===== src/rtl/txCtrlPkg.sv =====
/*
  Shared types and default widths of the transmit controller.
  State encoding is kept stable because txMainState is read by debug tools.
*/
`default_nettype none

package txCtrlPkg;

  //////////////////////////////////////////////////////////////
  // main FSM states
  //////////////////////////////////////////////////////////////

  // 4-bit encoding, value 11 stays unused
  typedef enum logic [3:0] {
    Idle           = 4'd0,
    WaitSifsOrSlot = 4'd1,
    TxAmpduDlm     = 4'd2,
    TxFrame        = 4'd3,
    WaitHdToggle   = 4'd4,
    TxAmpduPad     = 4'd5,
    TxCfend        = 4'd6,
    TxRts          = 4'd7,
    TxCts          = 4'd8,
    TxAck          = 4'd9,
    TxBack         = 4'd10,
    TxWaitEnd      = 4'd12
  } txState_e;

  //////////////////////////////////////////////////////////////
  // header descriptor kind
  //////////////////////////////////////////////////////////////

  typedef logic [1:0] descKind_t;

  // first MPDU of an A-MPDU
  localparam descKind_t DescFirst = 2'b01;
  // last MPDU of an A-MPDU
  localparam descKind_t DescLast  = 2'b11;

  //////////////////////////////////////////////////////////////
  // default widths
  //////////////////////////////////////////////////////////////

  localparam int DefMpduLenWidth  = 16;
  localparam int DefBlankDlmWidth = 10;
  // low length bits that must be zero, 2 gives 4-byte alignment
  localparam int DefPadAlignBits  = 2;

endpackage

`default_nettype wire


===== src/rtl/ampduHdTracker.sv =====
/*
  Header descriptor tracking for A-MPDU transmission.
  newHdValid clears take priority over txParameterHdReady_p.
*/
`default_nettype none

module ampduHdTracker (
  // clock and resets
  input  logic                  macCoreTxClk,
  input  logic                  macCoreClkHardRst_n,
  input  logic                  macCoreTxClkSoftRst_n,
  // request and frame flags
  input  logic                  sendData_p,
  input  logic                  aMpdu,
  input  logic                  txSingleVhtMpdu,
  // MPDU progress from the FSM and the formatter
  input  logic                  sendMpdu_p,
  input  logic                  mpduDone_p,
  // descriptor cache
  input  logic                  txParameterHdReady_p,
  input  txCtrlPkg::descKind_t  whichDescriptor,
  // status to the FSM
  output logic                  newHdValid,
  output logic                  lastMpdu
);

  logic hdClear;
  logic lastCapture;

  // multi-MPDU request, MPDU launch or MPDU end consume the descriptor
  assign hdClear = (sendData_p && aMpdu && !txSingleVhtMpdu) || sendMpdu_p || mpduDone_p;

  // MPDU being launched closes the A-MPDU
  assign lastCapture = aMpdu &&
                       ((whichDescriptor == txCtrlPkg::DescLast) || txSingleVhtMpdu);

  // descriptor available flag
  always_ff @(posedge macCoreTxClk or negedge macCoreClkHardRst_n)
  begin
    if (!macCoreClkHardRst_n)
      newHdValid <= 1'b0;
    else if (!macCoreTxClkSoftRst_n)
      newHdValid <= 1'b0;
    else if (hdClear)
      newHdValid <= 1'b0;
    else if (txParameterHdReady_p)
      newHdValid <= 1'b1;
  end

  // last MPDU flag, sampled only when an MPDU is launched
  always_ff @(posedge macCoreTxClk or negedge macCoreClkHardRst_n)
  begin
    if (!macCoreClkHardRst_n)
      lastMpdu <= 1'b0;
    else if (!macCoreTxClkSoftRst_n)
      lastMpdu <= 1'b0;
    else if (sendMpdu_p)
      lastMpdu <= lastCapture;
  end

endmodule

`default_nettype wire


===== src/rtl/txMainFsm.sv =====
/*
  Main transmit FSM. Requests are taken only in Idle with exactly one high.
  Strobes are decoded from current and next state and appear with their cause.
*/
`default_nettype none

module txMainFsm #(
  parameter int MpduLenWidth  = txCtrlPkg::DefMpduLenWidth,
  parameter int BlankDlmWidth = txCtrlPkg::DefBlankDlmWidth,
  parameter int PadAlignBits  = txCtrlPkg::DefPadAlignBits
) (
  // clock and resets
  input  logic                      macCoreTxClk,
  input  logic                      macCoreClkHardRst_n,
  input  logic                      macCoreTxClkSoftRst_n,
  // send requests
  input  logic                      sendData_p,
  input  logic                      sendRts_p,
  input  logic                      sendCts_p,
  input  logic                      sendAck_p,
  input  logic                      sendCfend_p,
  input  logic                      sendBa_p,
  // frame parameters
  input  logic                      sendOnSifs,
  input  logic                      aMpdu,
  input  logic                      txSingleVhtMpdu,
  input  logic [MpduLenWidth-1:0]   mpduFrameLength,
  input  logic [BlankDlmWidth-1:0]  nBlankDelimiters,
  input  txCtrlPkg::descKind_t      whichDescriptor,
  // timer ticks
  input  logic                      tickSlot,
  input  logic                      tickSifs,
  // formatter done pulses
  input  logic                      rtsDone_p,
  input  logic                      ctsDone_p,
  input  logic                      ackDone_p,
  input  logic                      cfendDone_p,
  input  logic                      baDone_p,
  input  logic                      mpduDone_p,
  // formatter start pulses
  input  logic                      rtsTxStart_p,
  input  logic                      ctsTxStart_p,
  input  logic                      ackTxStart_p,
  input  logic                      cfendTxStart_p,
  input  logic                      baTxStart_p,
  input  logic                      mpduTxStart_p,
  // A-MPDU formatter
  input  logic                      aMpduDelimiterDone_p,
  input  logic                      aMpduPaddingDone_p,
  // PHY status
  input  logic                      mpIfTxErr_p,
  input  logic                      mpIfTxEn,
  // from the descriptor tracker
  input  logic                      newHdValid,
  input  logic                      lastMpdu,
  // formatter strobes
  output logic                      sendMpdu_p,
  output logic                      aMpduDelimiterStart_p,
  output logic                      aMpduPaddingStart_p,
  output logic                      addBlankDelimiter,
  // PHY triggers
  output logic                      startTx_p,
  output logic                      stopTx_p,
  // status
  output logic                      txDone_p,
  output txCtrlPkg::txState_e       txMainState
);

  txCtrlPkg::txState_e stateCs;
  txCtrlPkg::txState_e stateNs;
  logic                txBoundary;
  logic                padNeeded;
  logic                ampduTxStart_p;

  //////////////////////////////////////////////////////////////
  // state register
  //////////////////////////////////////////////////////////////

  always_ff @(posedge macCoreTxClk or negedge macCoreClkHardRst_n)
  begin
    if (!macCoreClkHardRst_n)
      stateCs <= txCtrlPkg::Idle;
    else if (!macCoreTxClkSoftRst_n)
      stateCs <= txCtrlPkg::Idle;
    else
      stateCs <= stateNs;
  end

  assign txMainState = stateCs;

  // slot boundary, or SIFS boundary when asked for
  assign txBoundary = tickSlot || (sendOnSifs && tickSifs);

  // unaligned MPDU length needs pad bytes
  assign padNeeded = (mpduFrameLength[PadAlignBits-1:0] != '0);

  //////////////////////////////////////////////////////////////
  // next state
  //////////////////////////////////////////////////////////////

  always_comb
  begin
    stateNs = stateCs;
    // PHY error aborts any frame in progress
    if (mpIfTxErr_p && (stateCs != txCtrlPkg::Idle))
      stateNs = txCtrlPkg::TxWaitEnd;
    else
    begin
      case (stateCs)
        txCtrlPkg::Idle:
        begin
          // one-hot request only, anything else stays in Idle
          case ({sendRts_p, sendCts_p, sendAck_p, sendCfend_p, sendBa_p, sendData_p})
            6'b100000: stateNs = txCtrlPkg::TxRts;
            6'b010000: stateNs = txCtrlPkg::TxCts;
            6'b001000: stateNs = txCtrlPkg::TxAck;
            6'b000100: stateNs = txCtrlPkg::TxCfend;
            6'b000010: stateNs = txCtrlPkg::TxBack;
            6'b000001:
            begin
              if (aMpdu)
                stateNs = txCtrlPkg::WaitSifsOrSlot;
              else
                stateNs = txCtrlPkg::TxFrame;
            end
            default:   stateNs = txCtrlPkg::Idle;
          endcase
        end
        txCtrlPkg::WaitSifsOrSlot:
        begin
          // single VHT MPDU already has its descriptor
          if (txBoundary)
          begin
            if (txSingleVhtMpdu)
              stateNs = txCtrlPkg::TxAmpduDlm;
            else
              stateNs = txCtrlPkg::WaitHdToggle;
          end
        end
        txCtrlPkg::WaitHdToggle:
        begin
          if (newHdValid)
            stateNs = txCtrlPkg::TxAmpduDlm;
        end
        txCtrlPkg::TxAmpduDlm:
        begin
          if (aMpduDelimiterDone_p)
            stateNs = txCtrlPkg::TxFrame;
        end
        txCtrlPkg::TxFrame:
        begin
          if (mpduDone_p)
          begin
            if (!aMpdu)
              stateNs = txCtrlPkg::TxWaitEnd;
            else if (padNeeded)
              stateNs = txCtrlPkg::TxAmpduPad;
            else if (lastMpdu)
              stateNs = txCtrlPkg::TxWaitEnd;
            else
              stateNs = txCtrlPkg::WaitHdToggle;
          end
        end
        txCtrlPkg::TxAmpduPad:
        begin
          // after padding, next descriptor or end of A-MPDU
          if (aMpduPaddingDone_p)
          begin
            if (lastMpdu)
              stateNs = txCtrlPkg::TxWaitEnd;
            else
              stateNs = txCtrlPkg::WaitHdToggle;
          end
        end
        // control frames wait for their formatter
        txCtrlPkg::TxCfend: if (cfendDone_p) stateNs = txCtrlPkg::TxWaitEnd;
        txCtrlPkg::TxRts:   if (rtsDone_p)   stateNs = txCtrlPkg::TxWaitEnd;
        txCtrlPkg::TxCts:   if (ctsDone_p)   stateNs = txCtrlPkg::TxWaitEnd;
        txCtrlPkg::TxAck:   if (ackDone_p)   stateNs = txCtrlPkg::TxWaitEnd;
        txCtrlPkg::TxBack:  if (baDone_p)    stateNs = txCtrlPkg::TxWaitEnd;
        txCtrlPkg::TxWaitEnd:
        begin
          // PHY has released the medium
          if (!mpIfTxEn)
            stateNs = txCtrlPkg::Idle;
        end
        default:
          stateNs = txCtrlPkg::Idle;
      endcase
    end
  end

  //////////////////////////////////////////////////////////////
  // strobes and PHY triggers
  //////////////////////////////////////////////////////////////

  // A-MPDU start on the PHY, first delimiter only
  assign ampduTxStart_p = (stateNs == txCtrlPkg::TxAmpduDlm) &&
                          ((stateCs == txCtrlPkg::WaitSifsOrSlot) ||
                           ((stateCs == txCtrlPkg::WaitHdToggle) &&
                            (whichDescriptor == txCtrlPkg::DescFirst)));

  assign startTx_p = rtsTxStart_p || ctsTxStart_p || ackTxStart_p || cfendTxStart_p ||
                     baTxStart_p || mpduTxStart_p || ampduTxStart_p;

  // error stops the PHY in the same cycle
  assign stopTx_p = mpIfTxErr_p;

  // MPDU launch on entry to TxFrame
  assign sendMpdu_p = (stateCs != txCtrlPkg::TxFrame) && (stateNs == txCtrlPkg::TxFrame);

  assign aMpduDelimiterStart_p = (stateNs == txCtrlPkg::TxAmpduDlm);
  assign aMpduPaddingStart_p   = (stateNs == txCtrlPkg::TxAmpduPad);
  assign addBlankDelimiter     = (stateNs == txCtrlPkg::TxAmpduDlm) && (nBlankDelimiters != '0);

  // completion one cycle after TxEn falls in TxWaitEnd
  always_ff @(posedge macCoreTxClk or negedge macCoreClkHardRst_n)
  begin
    if (!macCoreClkHardRst_n)
      txDone_p <= 1'b0;
    else if (!macCoreTxClkSoftRst_n)
      txDone_p <= 1'b0;
    else
      txDone_p <= (stateCs == txCtrlPkg::TxWaitEnd) && !mpIfTxEn;
  end

endmodule

`default_nettype wire


===== src/rtl/txControllerTop.sv =====
/*
  Transmit controller top. Widths are set here and passed down.
  PadAlignBits must be at least 1 and below MpduLenWidth.
*/
`default_nettype none

module txControllerTop #(
  parameter int MpduLenWidth  = txCtrlPkg::DefMpduLenWidth,
  parameter int BlankDlmWidth = txCtrlPkg::DefBlankDlmWidth,
  parameter int PadAlignBits  = txCtrlPkg::DefPadAlignBits
) (
  // clock and resets
  input  logic                      macCoreTxClk,
  input  logic                      macCoreClkHardRst_n,
  input  logic                      macCoreTxClkSoftRst_n,
  // send requests
  input  logic                      sendData_p,
  input  logic                      sendRts_p,
  input  logic                      sendCts_p,
  input  logic                      sendAck_p,
  input  logic                      sendCfend_p,
  input  logic                      sendBa_p,
  // frame parameters
  input  logic                      sendOnSifs,
  input  logic                      aMpdu,
  input  logic                      txSingleVhtMpdu,
  input  logic [MpduLenWidth-1:0]   mpduFrameLength,
  input  logic [BlankDlmWidth-1:0]  nBlankDelimiters,
  input  txCtrlPkg::descKind_t      whichDescriptor,
  input  logic                      txParameterHdReady_p,
  // timer ticks
  input  logic                      tickSlot,
  input  logic                      tickSifs,
  // formatter done pulses
  input  logic                      rtsDone_p,
  input  logic                      ctsDone_p,
  input  logic                      ackDone_p,
  input  logic                      cfendDone_p,
  input  logic                      baDone_p,
  input  logic                      mpduDone_p,
  // formatter start pulses
  input  logic                      rtsTxStart_p,
  input  logic                      ctsTxStart_p,
  input  logic                      ackTxStart_p,
  input  logic                      cfendTxStart_p,
  input  logic                      baTxStart_p,
  input  logic                      mpduTxStart_p,
  // A-MPDU formatter
  input  logic                      aMpduDelimiterDone_p,
  input  logic                      aMpduPaddingDone_p,
  // PHY status
  input  logic                      mpIfTxErr_p,
  input  logic                      mpIfTxEn,
  // formatter strobes
  output logic                      sendMpdu_p,
  output logic                      aMpduDelimiterStart_p,
  output logic                      aMpduPaddingStart_p,
  output logic                      addBlankDelimiter,
  // PHY triggers
  output logic                      startTx_p,
  output logic                      stopTx_p,
  // status and debug
  output logic                      txDone_p,
  output txCtrlPkg::txState_e       txMainState
);

  // tracker to FSM
  logic newHdValid;
  logic lastMpdu;

  //////////////////////////////////////////////////////////////
  // main FSM
  //////////////////////////////////////////////////////////////

  txMainFsm #(
    .MpduLenWidth  (MpduLenWidth),
    .BlankDlmWidth (BlankDlmWidth),
    .PadAlignBits  (PadAlignBits)
  ) txMainFsm_i (
    .macCoreTxClk,
    .macCoreClkHardRst_n,
    .macCoreTxClkSoftRst_n,
    .sendData_p,
    .sendRts_p,
    .sendCts_p,
    .sendAck_p,
    .sendCfend_p,
    .sendBa_p,
    .sendOnSifs,
    .aMpdu,
    .txSingleVhtMpdu,
    .mpduFrameLength,
    .nBlankDelimiters,
    .whichDescriptor,
    .tickSlot,
    .tickSifs,
    .rtsDone_p,
    .ctsDone_p,
    .ackDone_p,
    .cfendDone_p,
    .baDone_p,
    .mpduDone_p,
    .rtsTxStart_p,
    .ctsTxStart_p,
    .ackTxStart_p,
    .cfendTxStart_p,
    .baTxStart_p,
    .mpduTxStart_p,
    .aMpduDelimiterDone_p,
    .aMpduPaddingDone_p,
    .mpIfTxErr_p,
    .mpIfTxEn,
    .newHdValid,
    .lastMpdu,
    .sendMpdu_p,
    .aMpduDelimiterStart_p,
    .aMpduPaddingStart_p,
    .addBlankDelimiter,
    .startTx_p,
    .stopTx_p,
    .txDone_p,
    .txMainState
  );

  //////////////////////////////////////////////////////////////
  // header descriptor tracker
  //////////////////////////////////////////////////////////////

  ampduHdTracker ampduHdTracker_i (
    .macCoreTxClk,
    .macCoreClkHardRst_n,
    .macCoreTxClkSoftRst_n,
    .sendData_p,
    .aMpdu,
    .txSingleVhtMpdu,
    .sendMpdu_p,
    .mpduDone_p,
    .txParameterHdReady_p,
    .whichDescriptor,
    .newHdValid,
    .lastMpdu
  );

endmodule

`default_nettype wire


===== config.mk =====
export PLATFORM = sky130hd
export DESIGN_NAME = txControllerTop
export DESIGN_NICKNAME = d
export VERILOG_FILES = /design/src/rtl/txCtrlPkg.sv /design/src/rtl/ampduHdTracker.sv /design/src/rtl/txMainFsm.sv /design/src/rtl/txControllerTop.sv
export SDC_FILE = /design/constraint.sdc
export NUM_CORES = 1
export LEC_CHECK = 0
export ABC_CLOCK_PERIOD_IN_PS = 3400
export BUFFER_PORTS_ARGS = -buffer_cell sky130_fd_sc_hd__buf_4
export CAP_MARGIN = 20
export CORE_ASPECT_RATIO = 1.2
export CORE_MARGIN = 2
export CORE_UTILIZATION = 39
export CTS_CLUSTER_DIAMETER = 80
export DETAILED_ROUTE_END_ITERATION = 12
export GPL_ROUTABILITY_DRIVEN = 0
export HOLD_SLACK_MARGIN = 0.06
export PLACE_DENSITY = 0.77
export RECOVER_POWER = 50
export REMOVE_ABC_BUFFERS = 1
export SKIP_CTS_REPAIR_TIMING = 1
export SLEW_MARGIN = 10
export SYNTH_ARGS = -nofsm -noshare
export SYNTH_HDL_FRONTEND = slang
export SYNTH_SLANG_ARGS = --single-unit
export TNS_END_PERCENT = 10

===== constraint.sdc =====
create_clock -name macCoreTxClk -period 3.4 [get_ports macCoreTxClk]
set_input_delay 0.17 -clock macCoreTxClk [delete_from_list [all_inputs] [get_ports macCoreTxClk]]
set_output_delay 0.17 -clock macCoreTxClk [all_outputs]
set_load 0.005 [all_outputs]

# Yosys cells after proc, flatten, opt, wreduce, memory -nomap -nowiden
# Index checks and enable logic that the tools add are counted.
totals:
  reg_bits: 7
  output_inout_bits: 11
  wordCells: 82
op_classes:
  eq_ne: 25
  muxes: 26
  n_reduce_logical: 27
ops:
  columns: ["op", "count"]
  rows:
  - ["two-way mux 4 bit", 16]
  - ["one-hot mux 4 bit (12 select lines)", 1]
  - ["one-hot mux 4 bit (6 select lines)", 1]
  - ["== test 4 x 3 -> 1 bit, second input constant", 5]
  - ["== test 4 x 2 -> 1 bit, second input constant", 4]
  - ["== test 4 bit, second input constant", 4]
  - ["logical OR 1 bit", 11]
  - ["logical AND 1 bit", 10]
  - ["nonzero test 10 bit", 1]
  - ["== test 6 x 1 -> 1 bit, second input constant", 1]
  - ["== test 6 x 2 -> 1 bit, second input constant", 1]
  - ["== test 6 x 3 -> 1 bit, second input constant", 1]
  - ["== test 6 x 4 -> 1 bit, second input constant", 1]
  - ["== test 6 x 5 -> 1 bit, second input constant", 1]
  - ["== test 6 bit, second input constant", 1]
  - ["two-way mux 1 bit", 6]
  - ["== test 4 x 1 -> 1 bit, second input constant", 1]
  - ["logical NOT 4 bit", 1]
  - ["!= test 4 x 2 -> 1 bit, second input constant", 1]
  - ["nonzero test 4 bit", 1]
  - ["two-way mux 3 bit", 1]
  - ["!= test 3 x 1 -> 1 bit, second input constant", 1]
  - ["== test 2 x 1 -> 1 bit, second input constant", 1]
  - ["== test 2 bit, second input constant", 1]
  - ["4 further kinds", 5]

# Depth between registers and ports, before layout
# Gate-level depths: netlist of run 1.
logic_depth:
  depth_word: 12
  mapped_depth: 8
  depth_no_buf: 6

# By module
# A second synthesis of run 1 with hierarchy kept.
unflattened:
  hier_cells: 126
  hier_area_um2: 1062.3
modules_own_cells:
  columns: ["module", "instances", "cells_each", "area_per_inst_um2", "seq_area_each_um2"]
  rows:
  - ["txMainFsm", 1, 116, 960.9, 125.1]
  - ["ampduHdTracker", 1, 10, 101.3, 50.0]

# Worst setup path before layout of run 1
# Ideal clock, no wire load.
synth_path:
  path_type: "reg2out"
  start: "register txMainFsm_i.stateCs[0], in the netlist txMainFsm_i.txMainState[0]"
  end: "output port startTx_p"
  t_arrival_ns: 1.843
  required_ns: 3.230
  path_slack_ns: 1.387
  path_stages_with_launch: 8
  path_cell_list: "dfrtp_1 -> buf_6 -> or4_1 -> nor3_1 -> nor4_2 -> nand2_2 -> nor4_4 -> a2111o_1"
synth_via:
  elab_chain_cells: 6
synth_lines:
  columns: ["item", "line_no", "text"]
  rows:
  - ["from (decl)", "txMainFsm.sv:69", "txCtrlPkg::txState_e stateCs;"]
  - ["from (signal assigned)", "txMainFsm.sv:82", "stateCs <= txCtrlPkg::Idle;"]
  - ["from (signal assigned)", "txMainFsm.sv:84", "stateCs <= txCtrlPkg::Idle;"]
  - ["from (signal assigned)", "txMainFsm.sv:86", "stateCs <= stateNs;"]
  - ["== test 4 bit, or another cell as far along", "txMainFsm.sv:109", "case (stateCs)"]
  - ["one-hot mux 4 bit (12 select lines) / logical AND 1 bit (equally long branches)", "txMainFsm.sv:109, txMainFsm.sv:105", null]
  - ["two-way mux 4 bit (*)", "txMainFsm.sv:105", "if (mpIfTxErr_p && (stateCs != txCtrlPkg::Idle))"]
  - ["== test 4 x 2 -> 1 bit (*)", null, null]
  - ["named net aMpduDelimiterStart_p", "txControllerTop.sv:56", "output logic aMpduDelimiterStart_p,"]
  - ["logical AND 1 bit (*)", "txMainFsm.sv:198", "assign ampduTxStart_p = (stateNs == txCtrlPkg::TxAmpduDlm) &&"]
  - ["logical OR 1 bit (*)", "txMainFsm.sv:204", "baTxStart_p || mpduTxStart_p || ampduTxStart_p;"]
  - ["to (decl)", "txControllerTop.sv:60", "output logic startTx_p,"]
# The timed path passes the listed nets; every way through them passes the cells marked *.

# Final worst setup path of run 1
layout_path:
  start: "register txMainFsm_i.stateCs[1], in the netlist txMainFsm_i.txMainState[1]"
  end: "output port startTx_p"
layout_via:
  elab_chain_cells: 6
layout_lines:
  columns: ["item", "line_no"]
  rows:
  - ["== test 4 bit, or another cell as far along", "txMainFsm.sv:109"]
  - ["one-hot mux 4 bit (12 select lines) / logical AND 1 bit (equally long branches)", "txMainFsm.sv:109, txMainFsm.sv:105"]
  - ["two-way mux 4 bit", "txMainFsm.sv:105"]
  - ["== test 4 x 2 -> 1 bit", "txMainFsm.sv:198"]
  - ["logical AND 1 bit (*)", "txMainFsm.sv:198"]
  - ["logical OR 1 bit (*)", "txMainFsm.sv:204"]
# Every way passes the cells marked *; elsewhere a longest branch is shown, timed or not.

==> results of run 1 <==
==> flip-flops by register name, summed over array words and instances (netlist names) <==
signal and count:
txMainFsm_i.txDone_p 1, ampduHdTracker_i.lastMpdu 1, txMainFsm_i.txMainState 4, ampduHdTracker_i.newHdValid 1
==> critical path, delay by kind of cell (launching register included) <==
kind / cells / cell delay, ns
flip-flops: 1 / 0.75
buffers and inverters: 1 / 0.14
AND/OR/NAND/NOR: 4 / 0.68
AO/OA/AOI/OAI: 2 / 0.87
==> cells in the final DEF, fill, tap and decap left out, types with 2 or more instances in the layout <==
cell | netlist | routed
a21oi_1 | 5 | 5
nand3_1 | 4 | 4
dfrtp_1 | 7 | 7
o31ai_1 | 2 | 2
nor4_1 | 3 | 3
xor2_1 | 2 | 2
or4_1 | 3 | 3
clkbuf_4 | 0 | 6
o21ai_0 | 5 | 5
nand2b_1 | 4 | 4
nor4_4 | 3 | 3
clkbuf_1 | 0 | 3
mux2i_1 | 4 | 4
a311oi_1 | 2 | 2
nor3_1 | 7 | 7
nand2_1 | 9 | 9
a211o_1 | 2 | 2
nor2_1 | 10 | 11
o211ai_1 | 2 | 2
nor3b_1 | 2 | 2
o2111ai_1 | 2 | 2
nor2b_1 | 2 | 2
buf_4 | 2 | 50
inv_1 | 3 | 3
a31oi_1 | 3 | 3
==> metal layers <==
metal	global-route usage [%]	wire [µm]	up-vias
met5	0	0	-
met4	5.159	24	0
met3	4.315	228	2
met2	37.71	1625	64
met1	23.89	1153	552
li1	-	-	564
==> area by class of cell <==
type                            instances  area, µm²  area share (%)
Clock buffer                            4      26.28           1.914
Inverter                                3      11.26          0.8204
Multi-Input combinational cell        100      705.7           51.41
Sequential cell                         7      175.2           12.76
Tap cell                               31      38.79           2.826
Timing Repair Buffer                   56      415.4           30.26
==> cell families (layout without fill, tap and decap cells) <==
| logic type | count (synthesis) | in the layout | share of synthesized area (%) |
|---|---|---|---|
| buf+inv | 10 | 63 | 9.370 |
| compound gates | 32 | 32 | 24.13 |
| mux | 4 | 4 | 4.108 |
| flops | 7 | 7 | 17.97 |
| simple gates | 61 | 61 | 41.72 |
| xor+xnor | 3 | 3 | 2.696 |
==> report_power, final <==
part | internal (mW) | total, mW | switching [mW] | leakage (nW)
logic | 0.162 | 0.324 | 0.162 | 0.473
clock network | 0.0449 | 0.0778 | 0.0329 | 0.0150
registers | 0.0952 | 0.167 | 0.0715 | 0.0958
==> stage by stage <==
stage                     instance area [µm²]  setup WS (ns)
after floorplan                         894.6          1.236
after global placement                   1346         0.9096
after detailed placement                 1346         0.8319
after CTS                                1373         0.5433
after global routing                     1373         0.3520
final                                    1373         0.5217
==> worst paths after layout <==
kind	start	end	slack [ns]	cells after the start
setup / recovery	txMainFsm_i.txMainState[1]$_DFF_PN0_	startTx_p	0.52	7
setup reg to reg	txMainFsm_i.txMainState[0]$_DFF_PN0_	ampduHdTracker_i.lastMpdu$_DFFE_PN0P_	1.00	6
min in group asynchronous	macCoreClkHardRst_n	txMainFsm_i.txMainState[1]$_DFF_PN0_	0.37	2
hold / removal	mpIfTxEn	txMainFsm_i.txDone_p$_DFF_PN0_	0.07	2
max in group asynchronous	macCoreClkHardRst_n	txMainFsm_i.txDone_p$_DFF_PN0_	2.76	2
hold reg to reg	ampduHdTracker_i.lastMpdu$_DFFE_PN0P_	ampduHdTracker_i.lastMpdu$_DFFE_PN0P_	0.60	2
==> impl_metrics.json, run 1 <==
{
  "yosysUniqueCellTypes": 49,
  "power_density_nw_per_um2": 414.3,
  "crit_path_end_kind": "output pin",
  "slew_headroom_pct": 56.63,
  "fillers": 230,
  "cts-buffers-inserted": 3,
  "post-route-period-util_pct": 84.66,
  "synthTopCellsByCount": "nor2_1, nand2_1, dfrtp_1, nor3_1",
  "drv_slew": 0,
  "grt_max_degree": 21,
  "cts_root_buffer": "clkbuf_4",
  "irDropWorstVdd_v": 0.0002489,
  "dpl.cell_count": 196,
  "outcome": "finished clean",
  "ys_seq_area_share_pct": 17.97,
  "worst_pin_slew_ns": 0.6505,
  "hpwl_um": 2398,
  "yosys.area.top_type": "dfrtp_1",
  "ys_ff_latch": 7,
  "h-tree-depth": 1,
  "antenna_found_initial": 0,
  "drt-total-wl_um": 3031,
  "final_antenna_net_count": 0,
  "fin_hold_ws_ns": 0.07218,
  "clk_path_buf_depth": 2,
  "first_pass_iters": 4,
  "final_nets": 230,
  "yosys-top-cells-area": "dfrtp_1, nor4_4, buf_6",
  "cp.required_ns": 3.23,
  "worst_path_largest_cell_delay_ns": 0.75,
  "finalPower_mw": 0.5687,
  "clkSinkCount": 7,
  "cp_max_fo": 20,
  "cpMaxStageDelayCell": "dfrtp_1",
  "hold_viol_final": 0,
  "fmax_mhz": 347.4,
  "min_path_type": "in -> reg",
  "fin_crit_ns": 2.878,
  "synthArstFlopShare_pct": 100.0,
  "syn_area_um2": 974.7,
  "synth_edf_count": 0,
  "setup-violations-final": 0,
  "yosys_warnings": 0,
  "ios": 70,
  "startpoint_type": "flop",
  "grt_overflow": 0,
  "rows": 19,
  "drtIter0Drc": 40,
  "diodes": 0,
  "start_util_pct": 41.84,
  "yosys.area.top_type_share_pct": 17.97,
  "final_util_pct": 58.92,
  "synthFlopType": "dfrtp_1",
  "cp_cell_sequence": "nand2_1 -> a2111oi_2 -> or3_1 -> or2_1 -> nor4_4 -> a2111o_1 -> buf_4",
  "avgSynthCellArea_um2": 8.331,
  "die_h_um": 58.77,
  "vias_per_cell": 5.881,
  "rsz0062_at_grt": "false",
  "grt_pass1_vias": 1101,
  "crit_arrival_ns": 2.71,
  "grtUsageTotal_pct": 20.41,
  "maxCapViolCount": 0,
  "worstSetupPathType": "reg -> out",
  "post-synth-top-count-cell": "nor2_1",
  "finalSetupTns_ns": 0,
  "area_growth_syn_to_layout_pct": 40.82,
  "clkLatencyLatePin_ns": 0.26,
  "drive_gt1_share_pct": 39.41,
  "die_area_um2": 2917,
  "die_x_um": 49.64,
  "syn_inst": 117,
  "cts_tree": "built",
  "portBuffers": 55,
  "wl_per_cell_um": 15.08,
  "drc_errors": 0,
  "finClkSkew_ns": 0.001957,
  "routed-via-count": 1182,
  "finalNonFillerCells": 201,
  "p_leak_nw": 0.5836,
  "clkSlewWorstSetupHoldPaths_ns": 0.05,
  "grt_pass1_wl_um": 4726,
  "core_um2": 2330
}
No activity file was read; power rests on OpenSTA's default activity.
==> run 2: changes to the inputs <==
--- a/config.mk
+++ b/config.mk
@@ -5,7 +5,7 @@
 export SDC_FILE = /design/constraint.sdc
 export NUM_CORES = 1
 export LEC_CHECK = 0
-export ABC_CLOCK_PERIOD_IN_PS = 3400
+export ABC_CLOCK_PERIOD_IN_PS = 3000
 export BUFFER_PORTS_ARGS = -buffer_cell sky130_fd_sc_hd__buf_4
 export CAP_MARGIN = 20
 export CORE_ASPECT_RATIO = 1.2
==> constraint.sdc (replaced) <==
create_clock -name macCoreTxClk -period 3 [get_ports macCoreTxClk]
set_input_delay 0.15 -clock macCoreTxClk [delete_from_list [all_inputs] [get_ports macCoreTxClk]]
set_output_delay 0.15 -clock macCoreTxClk [all_outputs]
set_load 0.005 [all_outputs]
==> run 2 against run 1 <==
  * Final cell count increased by 0.50%
  * Largest cell class unchanged
  * Via count grew 0.68%
  * Die area is the same
  * Clock skew about the same
  * Highest routed layer unchanged
  * Flip-flop and latch count unchanged
  * First-iteration DRC count unchanged
==> impl_metrics.json, run 2 (synthesis gave the netlist of run 1 again) <==
{
  "outcome": "finished clean",
  "vias_per_cell": 5.891,
  "cp.required_ns": 2.85,
  "path_depth": 7,
  "die_h_um": 58.77,
  "cts-buffers-inserted": 3,
  "top_usage_layer": "met2",
  "use_met2_pct": 40.38,
  "cts_root_buffer": "clkbuf_4",
  "worst_pin_slew_ns": 0.6527,
  "reg2regPathDepth": 6,
  "drc_errors": 0,
  "use_met1_pct": 24.56,
  "antenna_found_initial": 0,
  "worst-path-buf-inv": 1,
  "min_path_type": "in -> reg",
  "diodes": 0,
  "final_antenna_net_count": 0,
  "clkSlewWorstSetupHoldPaths_ns": 0.06,
  "grt_pass1_wl_um": 4892,
  "ios": 70,
  "power_density_nw_per_um2": 477.5,
  "first_pass_iters": 4,
  "final_util_pct": 59.40,
  "finClkSkew_ns": 0.001939,
  "final_area_um2": 1384,
  "post-route-period-util_pct": 94.72,
  "cp_max_fo": 19,
  "drt-total-wl_um": 3144,
  "crit_path_end_kind": "output pin",
  "finalSetupTns_ns": 0,
  "startpoint_type": "flop",
  "hold_depth": 3,
  "die_x_um": 49.64,
  "slew_headroom_pct": 56.49,
  "irDropWorstVdd_v": 0.0002618,
  "final_nets": 231,
  "register_area_um2": 176.4,
  "p_leak_nw": 0.5867,
  "crit_arrival_ns": 2.69,
  "cts_tree": "built",
  "maxCapViolCount": 0,
  "worstSetupPathType": "reg -> out",
  "dpl_cell_area_um2": 1346,
  "setup-violations-final": 0,
  "cpMaxStageDelayCell": "dfrtp_1",
  "start_util_pct": 41.84,
  "grt_pass1_vias": 1156,
  "grtUsageTotal_pct": 21.50,
  "fin_hold_ws_ns": 0.1415,
  "rsz0062_at_grt": "false",
  "routed-via-count": 1190,
  "hold_viol_final": 0,
  "clkLatencyLatePin_ns": 0.26,
  "worst_path_largest_cell_delay_ns": 0.75,
  "mostFrequentLayoutCell": "buf_4",
  "met3_usage_pct": 2.030,
  "fmax_mhz": 351.9,
  "clk_path_buf_depth": 2,
  "clkSinkCount": 7,
  "drive_gt1_share_pct": 39.77,
  "fin_crit_ns": 2.842,
  "largest_reg_flops": 4,
  "grt_overflow": 0,
  "final_cell_mix": "buf_4, nor2_1, nand2_1",
  "grt_max_degree": 21,
  "core_um2": 2330,
  "h-tree-depth": 1,
  "fillers": 233,
  "portBuffers": 55,
  "cp_cell_sequence": "nand2_1 -> a2111oi_2 -> or3_1 -> or2_1 -> nor4_4 -> a2111o_1 -> buf_4",
  "drtIter0Drc": 40,
  "crit_family": "compound AO/OA/AOI/OAI gates",
  "hpwl_um": 2480,
  "die_area_um2": 2917,
  "drv_slew": 0,
  "multiInputGateArea_um2": 705.7,
  "wl_per_cell_um": 15.56,
  "area_growth_syn_to_layout_pct": 41.98,
  "rows": 19
}
==> run 2: cell types whose count changed in the layout (fill, tap and decap cells not counted), sizes merged <==
cell	previous run	this run
buf	50	51
clkbuf	9	8
dlygate4sd3	1	2
==> run 2: final timing paths <==
path	from	end	slack, ns
setup / recovery	txMainFsm_i.txMainState[0]$_DFF_PN0_	startTx_p	0.16
hold / removal	macCoreTxClkSoftRst_n	txMainFsm_i.txMainState[1]$_DFF_PN0_	0.14
setup reg to reg	txMainFsm_i.txMainState[0]$_DFF_PN0_	ampduHdTracker_i.lastMpdu$_DFFE_PN0P_	0.56
hold reg to reg	ampduHdTracker_i.lastMpdu$_DFFE_PN0P_	ampduHdTracker_i.lastMpdu$_DFFE_PN0P_	0.62
max in group asynchronous	macCoreClkHardRst_n	txMainFsm_i.txMainState[1]$_DFF_PN0_	2.36
min in group asynchronous	macCoreClkHardRst_n	ampduHdTracker_i.newHdValid$_DFFE_PN0P_	0.35
==> run 2: routing by layer <==
layer | wire length [µm] | vias to the layer above
li1 | - | 565
met1 | 1114 | 555
met2 | 1734 | 62
met3 | 238 | 8
met4 | 57 | 0
met5 | 0 | -
==> run 2: tightest hold or removal path, cell delays in order <==
cell	delay (ns)
buf_4	0.13
nand2_1	0.05
nor2_1	0.04
==> run 2: report_power, final <==
part           internal [mW]  switching, mW  total (mW)
combinational          0.185          0.194       0.379
clock                 0.0512         0.0407      0.0919
sequential             0.108         0.0812       0.190
==> run 2: final cells by class <==
cell class / count / area share, %
clock buffer: 4 / 1.899
inverter: 3 / 0.8137
multi-input combinational: 100 / 50.99
sequential: 7 / 12.75
tap: 31 / 2.803
timing repair buffer: 57 / 30.74
==> run 2: through the flow <==
| stage | cells | worst slack, ns | power [mW] |
|---|---|---|---|
| 3_3_place_gp | 196 | 0.5251 | 0.5474 |
| 5_1_grt | 202 | 0.02794 | 0.7025 |
| 6_report | 202 | 0.1584 | 0.6607 |
| 4_1_cts | 200 | 0.1568 | 0.6604 |
| 3_5_place_dp | 196 | 0.4487 | 0.5660 |
| 2_1_floorplan | 110 | 0.8558 | 0.4080 |
==> run 3: changes to the inputs <==
--- a/config.mk
+++ b/config.mk
@@ -5,6 +5,7 @@
 export SDC_FILE = /design/constraint.sdc
 export NUM_CORES = 1
 export LEC_CHECK = 0
+export ABC_AREA = 1
 export ABC_CLOCK_PERIOD_IN_PS = 3000
 export BUFFER_PORTS_ARGS = -buffer_cell sky130_fd_sc_hd__buf_4
 export CAP_MARGIN = 20
@@ -15,7 +16,7 @@
 export DETAILED_ROUTE_END_ITERATION = 12
 export GPL_ROUTABILITY_DRIVEN = 0
 export HOLD_SLACK_MARGIN = 0.06
-export PLACE_DENSITY = 0.77
+export PLACE_DENSITY = 0.78
 export RECOVER_POWER = 50
 export REMOVE_ABC_BUFFERS = 1
 export SKIP_CTS_REPAIR_TIMING = 1
==> run 3 against run 2 <==
  * First-iteration DRC count shrank 40%
  * Sequential share of layout area shrank 0.63 points
  * Global-route usage shrank 2.9 points
  * Power shrank 0.20%
  * Core utilization grew 3.3 points
  * Largest power group unchanged
  * Critical path type unchanged
  * Synthesized cell count grew 47%
==> impl_metrics.json, run 3 <==
{
  "outcome": "finished clean",
  "routed-via-count": 1203,
  "area_growth_syn_to_layout_pct": 50.78,
  "slew_headroom_pct": 75.78,
  "rows": 19,
  "fmax_mhz": 457.6,
  "worstSetupPathType": "reg -> out",
  "cp_max_fo": 6,
  "antenna_found_initial": 0,
  "synthTopCellsByCount": "nand2_1, nor2_1, inv_1",
  "pre_cts_ws_ns": 1.063,
  "post-synth-top-count-cell": "nand2_1",
  "syn_area_um2": 958.4,
  "grt_pass1_wl_um": 4271,
  "avgSynthCellArea_um2": 5.572,
  "wl_per_cell_um": 9.635,
  "worst_path_largest_cell_delay_ns": 0.44,
  "grt_max_degree": 9,
  "ios": 70,
  "pwr-share-seq_pct": 21.5,
  "final_util_pct": 62.67,
  "p_leak_nw": 0.8592,
  "finClkSkew_ns": 0.005921,
  "drt-total-wl_um": 2534,
  "combPwrFrac_pct": 65.3,
  "hold_viol_final": 0,
  "pwr-share-clk_pct": 13.2,
  "yosys.area.top_type_share_pct": 18.28,
  "final_antenna_net_count": 0,
  "first_pass_iters": 4,
  "finalPower_mw": 0.6594,
  "h-tree-depth": 1,
  "grt_pass1_vias": 1117,
  "crit_arrival_ns": 2.04,
  "startpoint_type": "flop",
  "core_um2": 2306,
  "dpl.cell_count": 257,
  "vias_per_cell": 4.574,
  "maxCapViolCount": 0,
  "crit_top_cell": "nand2_1",
  "yosys_warnings": 0,
  "worst_pin_slew_ns": 0.3600,
  "hpwl_um": 2269,
  "fin_hold_ws_ns": 0.1418,
  "ys_ff_latch": 7,
  "mostFrequentLayoutCell": "buf_4",
  "final_nets": 292,
  "fin_crit_ns": 2.185,
  "yosysUniqueCellTypes": 23,
  "cts-buffers-inserted": 3,
  "syn_inst": 172,
  "clkLatencyLatePin_ns": 0.26,
  "setup_ws_ns": 0.8148,
  "portBuffers": 55,
  "die_x_um": 49.26,
  "cp_cell_sequence": "nor2_2 -> nand2_1 -> nand2_1 -> nand2_1 -> inv_1 -> nand3_1 -> nor2_2 -> nand2_2 -> nor2_4 -> nand2_2 -> a31oi_2 -> buf_4",
  "min_path_type": "in -> reg",
  "cts_tree": "built",
  "diodes": 0,
  "finalNonFillerCells": 263,
  "synth_edf_count": 0,
  "rsz0062_at_grt": "false",
  "cts_root_buffer": "clkbuf_4",
  "largest_reg_flops": 4,
  "setup-violations-final": 0,
  "drtIter0Drc": 24,
  "yosys.area.top_type": "dfrtp_1",
  "power_density_nw_per_um2": 456.3,
  "synthFlopType": "dfrtp_1",
  "final_area_um2": 1445,
  "grt_overflow": 0,
  "p_switching_mw": 0.3223,
  "clkSlewWorstSetupHoldPaths_ns": 0.05,
  "drive_gt1_share_pct": 35.78,
  "ys_seq_area_share_pct": 18.28,
  "post-route-period-util_pct": 72.84,
  "grtUsageTotal_pct": 18.63,
  "cp.required_ns": 2.85,
  "clk_path_buf_depth": 2,
  "cpMaxStageDelayCell": "dfrtp_1",
  "clkSinkCount": 7,
  "final_cell_mix": "buf_4, nand2_1, nor2_1",
  "irDropWorstVdd_v": 0.0003420,
  "die_area_um2": 2872,
  "drv_slew": 0,
  "intPower_mw": 0.3371,
  "start_util_pct": 41.56,
  "yosys-top-cells-area": "dfrtp_1, nand2_1, nor2_1",
  "finalSetupTns_ns": 0,
  "crit_path_end_kind": "output pin",
  "dpl_cell_area_um2": 1403,
  "p_sw_share_pct": 48.87,
  "drc_errors": 0,
  "die_h_um": 58.31,
  "synthArstFlopShare_pct": 100.0
}
[run 3: cell types whose count changed in the layout (fill, tap and decap cells not counted), moves of 4 or more]
| cell | previous run | this run |
|---|---|---|
| nor2_1 | 11 | 31 |
| nand2b_1 | 4 | 0 |
| inv_2 | 0 | 8 |
| inv_1 | 3 | 27 |
| nor2_4 | 0 | 4 |
| nor3_1 | 7 | 2 |
| mux2i_1 | 4 | 0 |
| nand2_1 | 9 | 39 |
| nor2_2 | 0 | 6 |
| nand3_1 | 4 | 20 |
[run 3: area by class of cell]
type	count	area (µm²)
repair buffers	57	429.2
flip-flops and latches	7	175.2
inverters	35	131.4
clock buffers	4	26.28
fillers	245	860.8
multi-input cells	129	644.4
well taps	31	38.79
[run 3: worst paths after layout]
kind                                                        from                                    end  slack, ns  cells past startpoint
max reg2reg                 txMainFsm_i.txMainState[0]$_DFF_PN0_  ampduHdTracker_i.lastMpdu$_DFFE_PN0P_       1.25                     12
min in group asynchronous                    macCoreClkHardRst_n         txMainFsm_i.txDone_p$_DFF_PN0_       0.33                      2
max                         txMainFsm_i.txMainState[0]$_DFF_PN0_                      addBlankDelimiter       0.81                     12
min reg2reg                ampduHdTracker_i.lastMpdu$_DFFE_PN0P_  ampduHdTracker_i.lastMpdu$_DFFE_PN0P_       0.58                      2
min                                        macCoreTxClkSoftRst_n  ampduHdTracker_i.lastMpdu$_DFFE_PN0P_       0.14                      3
max in group asynchronous                    macCoreClkHardRst_n  ampduHdTracker_i.lastMpdu$_DFFE_PN0P_       2.41                      2
[run 3: cell families after synthesis]
| logic type | share of synthesized area (%) |
|---|---|
| buffers and inverters | 14.49 |
| AOI/OAI and AO/OA | 8.616 |
| and+or+nand+nor | 58.62 |
| DFF | 18.28 |
[run 3: worst max-delay path: cells and delay by family (launching register included)]
kind	cells	cell delay, ns
and+or+nand+nor	9	1.02
DFF	1	0.44
AOI/OAI and AO/OA	1	0.14
buffers and inverters	2	0.18
[run 3: routing by layer]
| layer | wire length, µm | GRT usage (%) | up-vias |
|---|---|---|---|
| met5 | 0 | 0 | - |
| met3 | 175 | 3.553 | 0 |
| met2 | 1285 | 34.94 | 47 |
| li1 | - | - | 658 |
| met1 | 1073 | 22.24 | 498 |
| met4 | 0 | 3.265 | 0 |
[run 3: power groups by stage]
stage | Combinational [mW] | Sequential [mW] | Clock [mW]
2_1_floorplan | 0.299 | 0.140 | 0
3_3_place_gp | 0.434 | 0.143 | 0
3_5_place_dp | 0.433 | 0.143 | 0
4_1_cts | 0.434 | 0.142 | 0.0887
5_1_grt | 0.490 | 0.145 | 0.0962
6_report | 0.431 | 0.142 | 0.0872
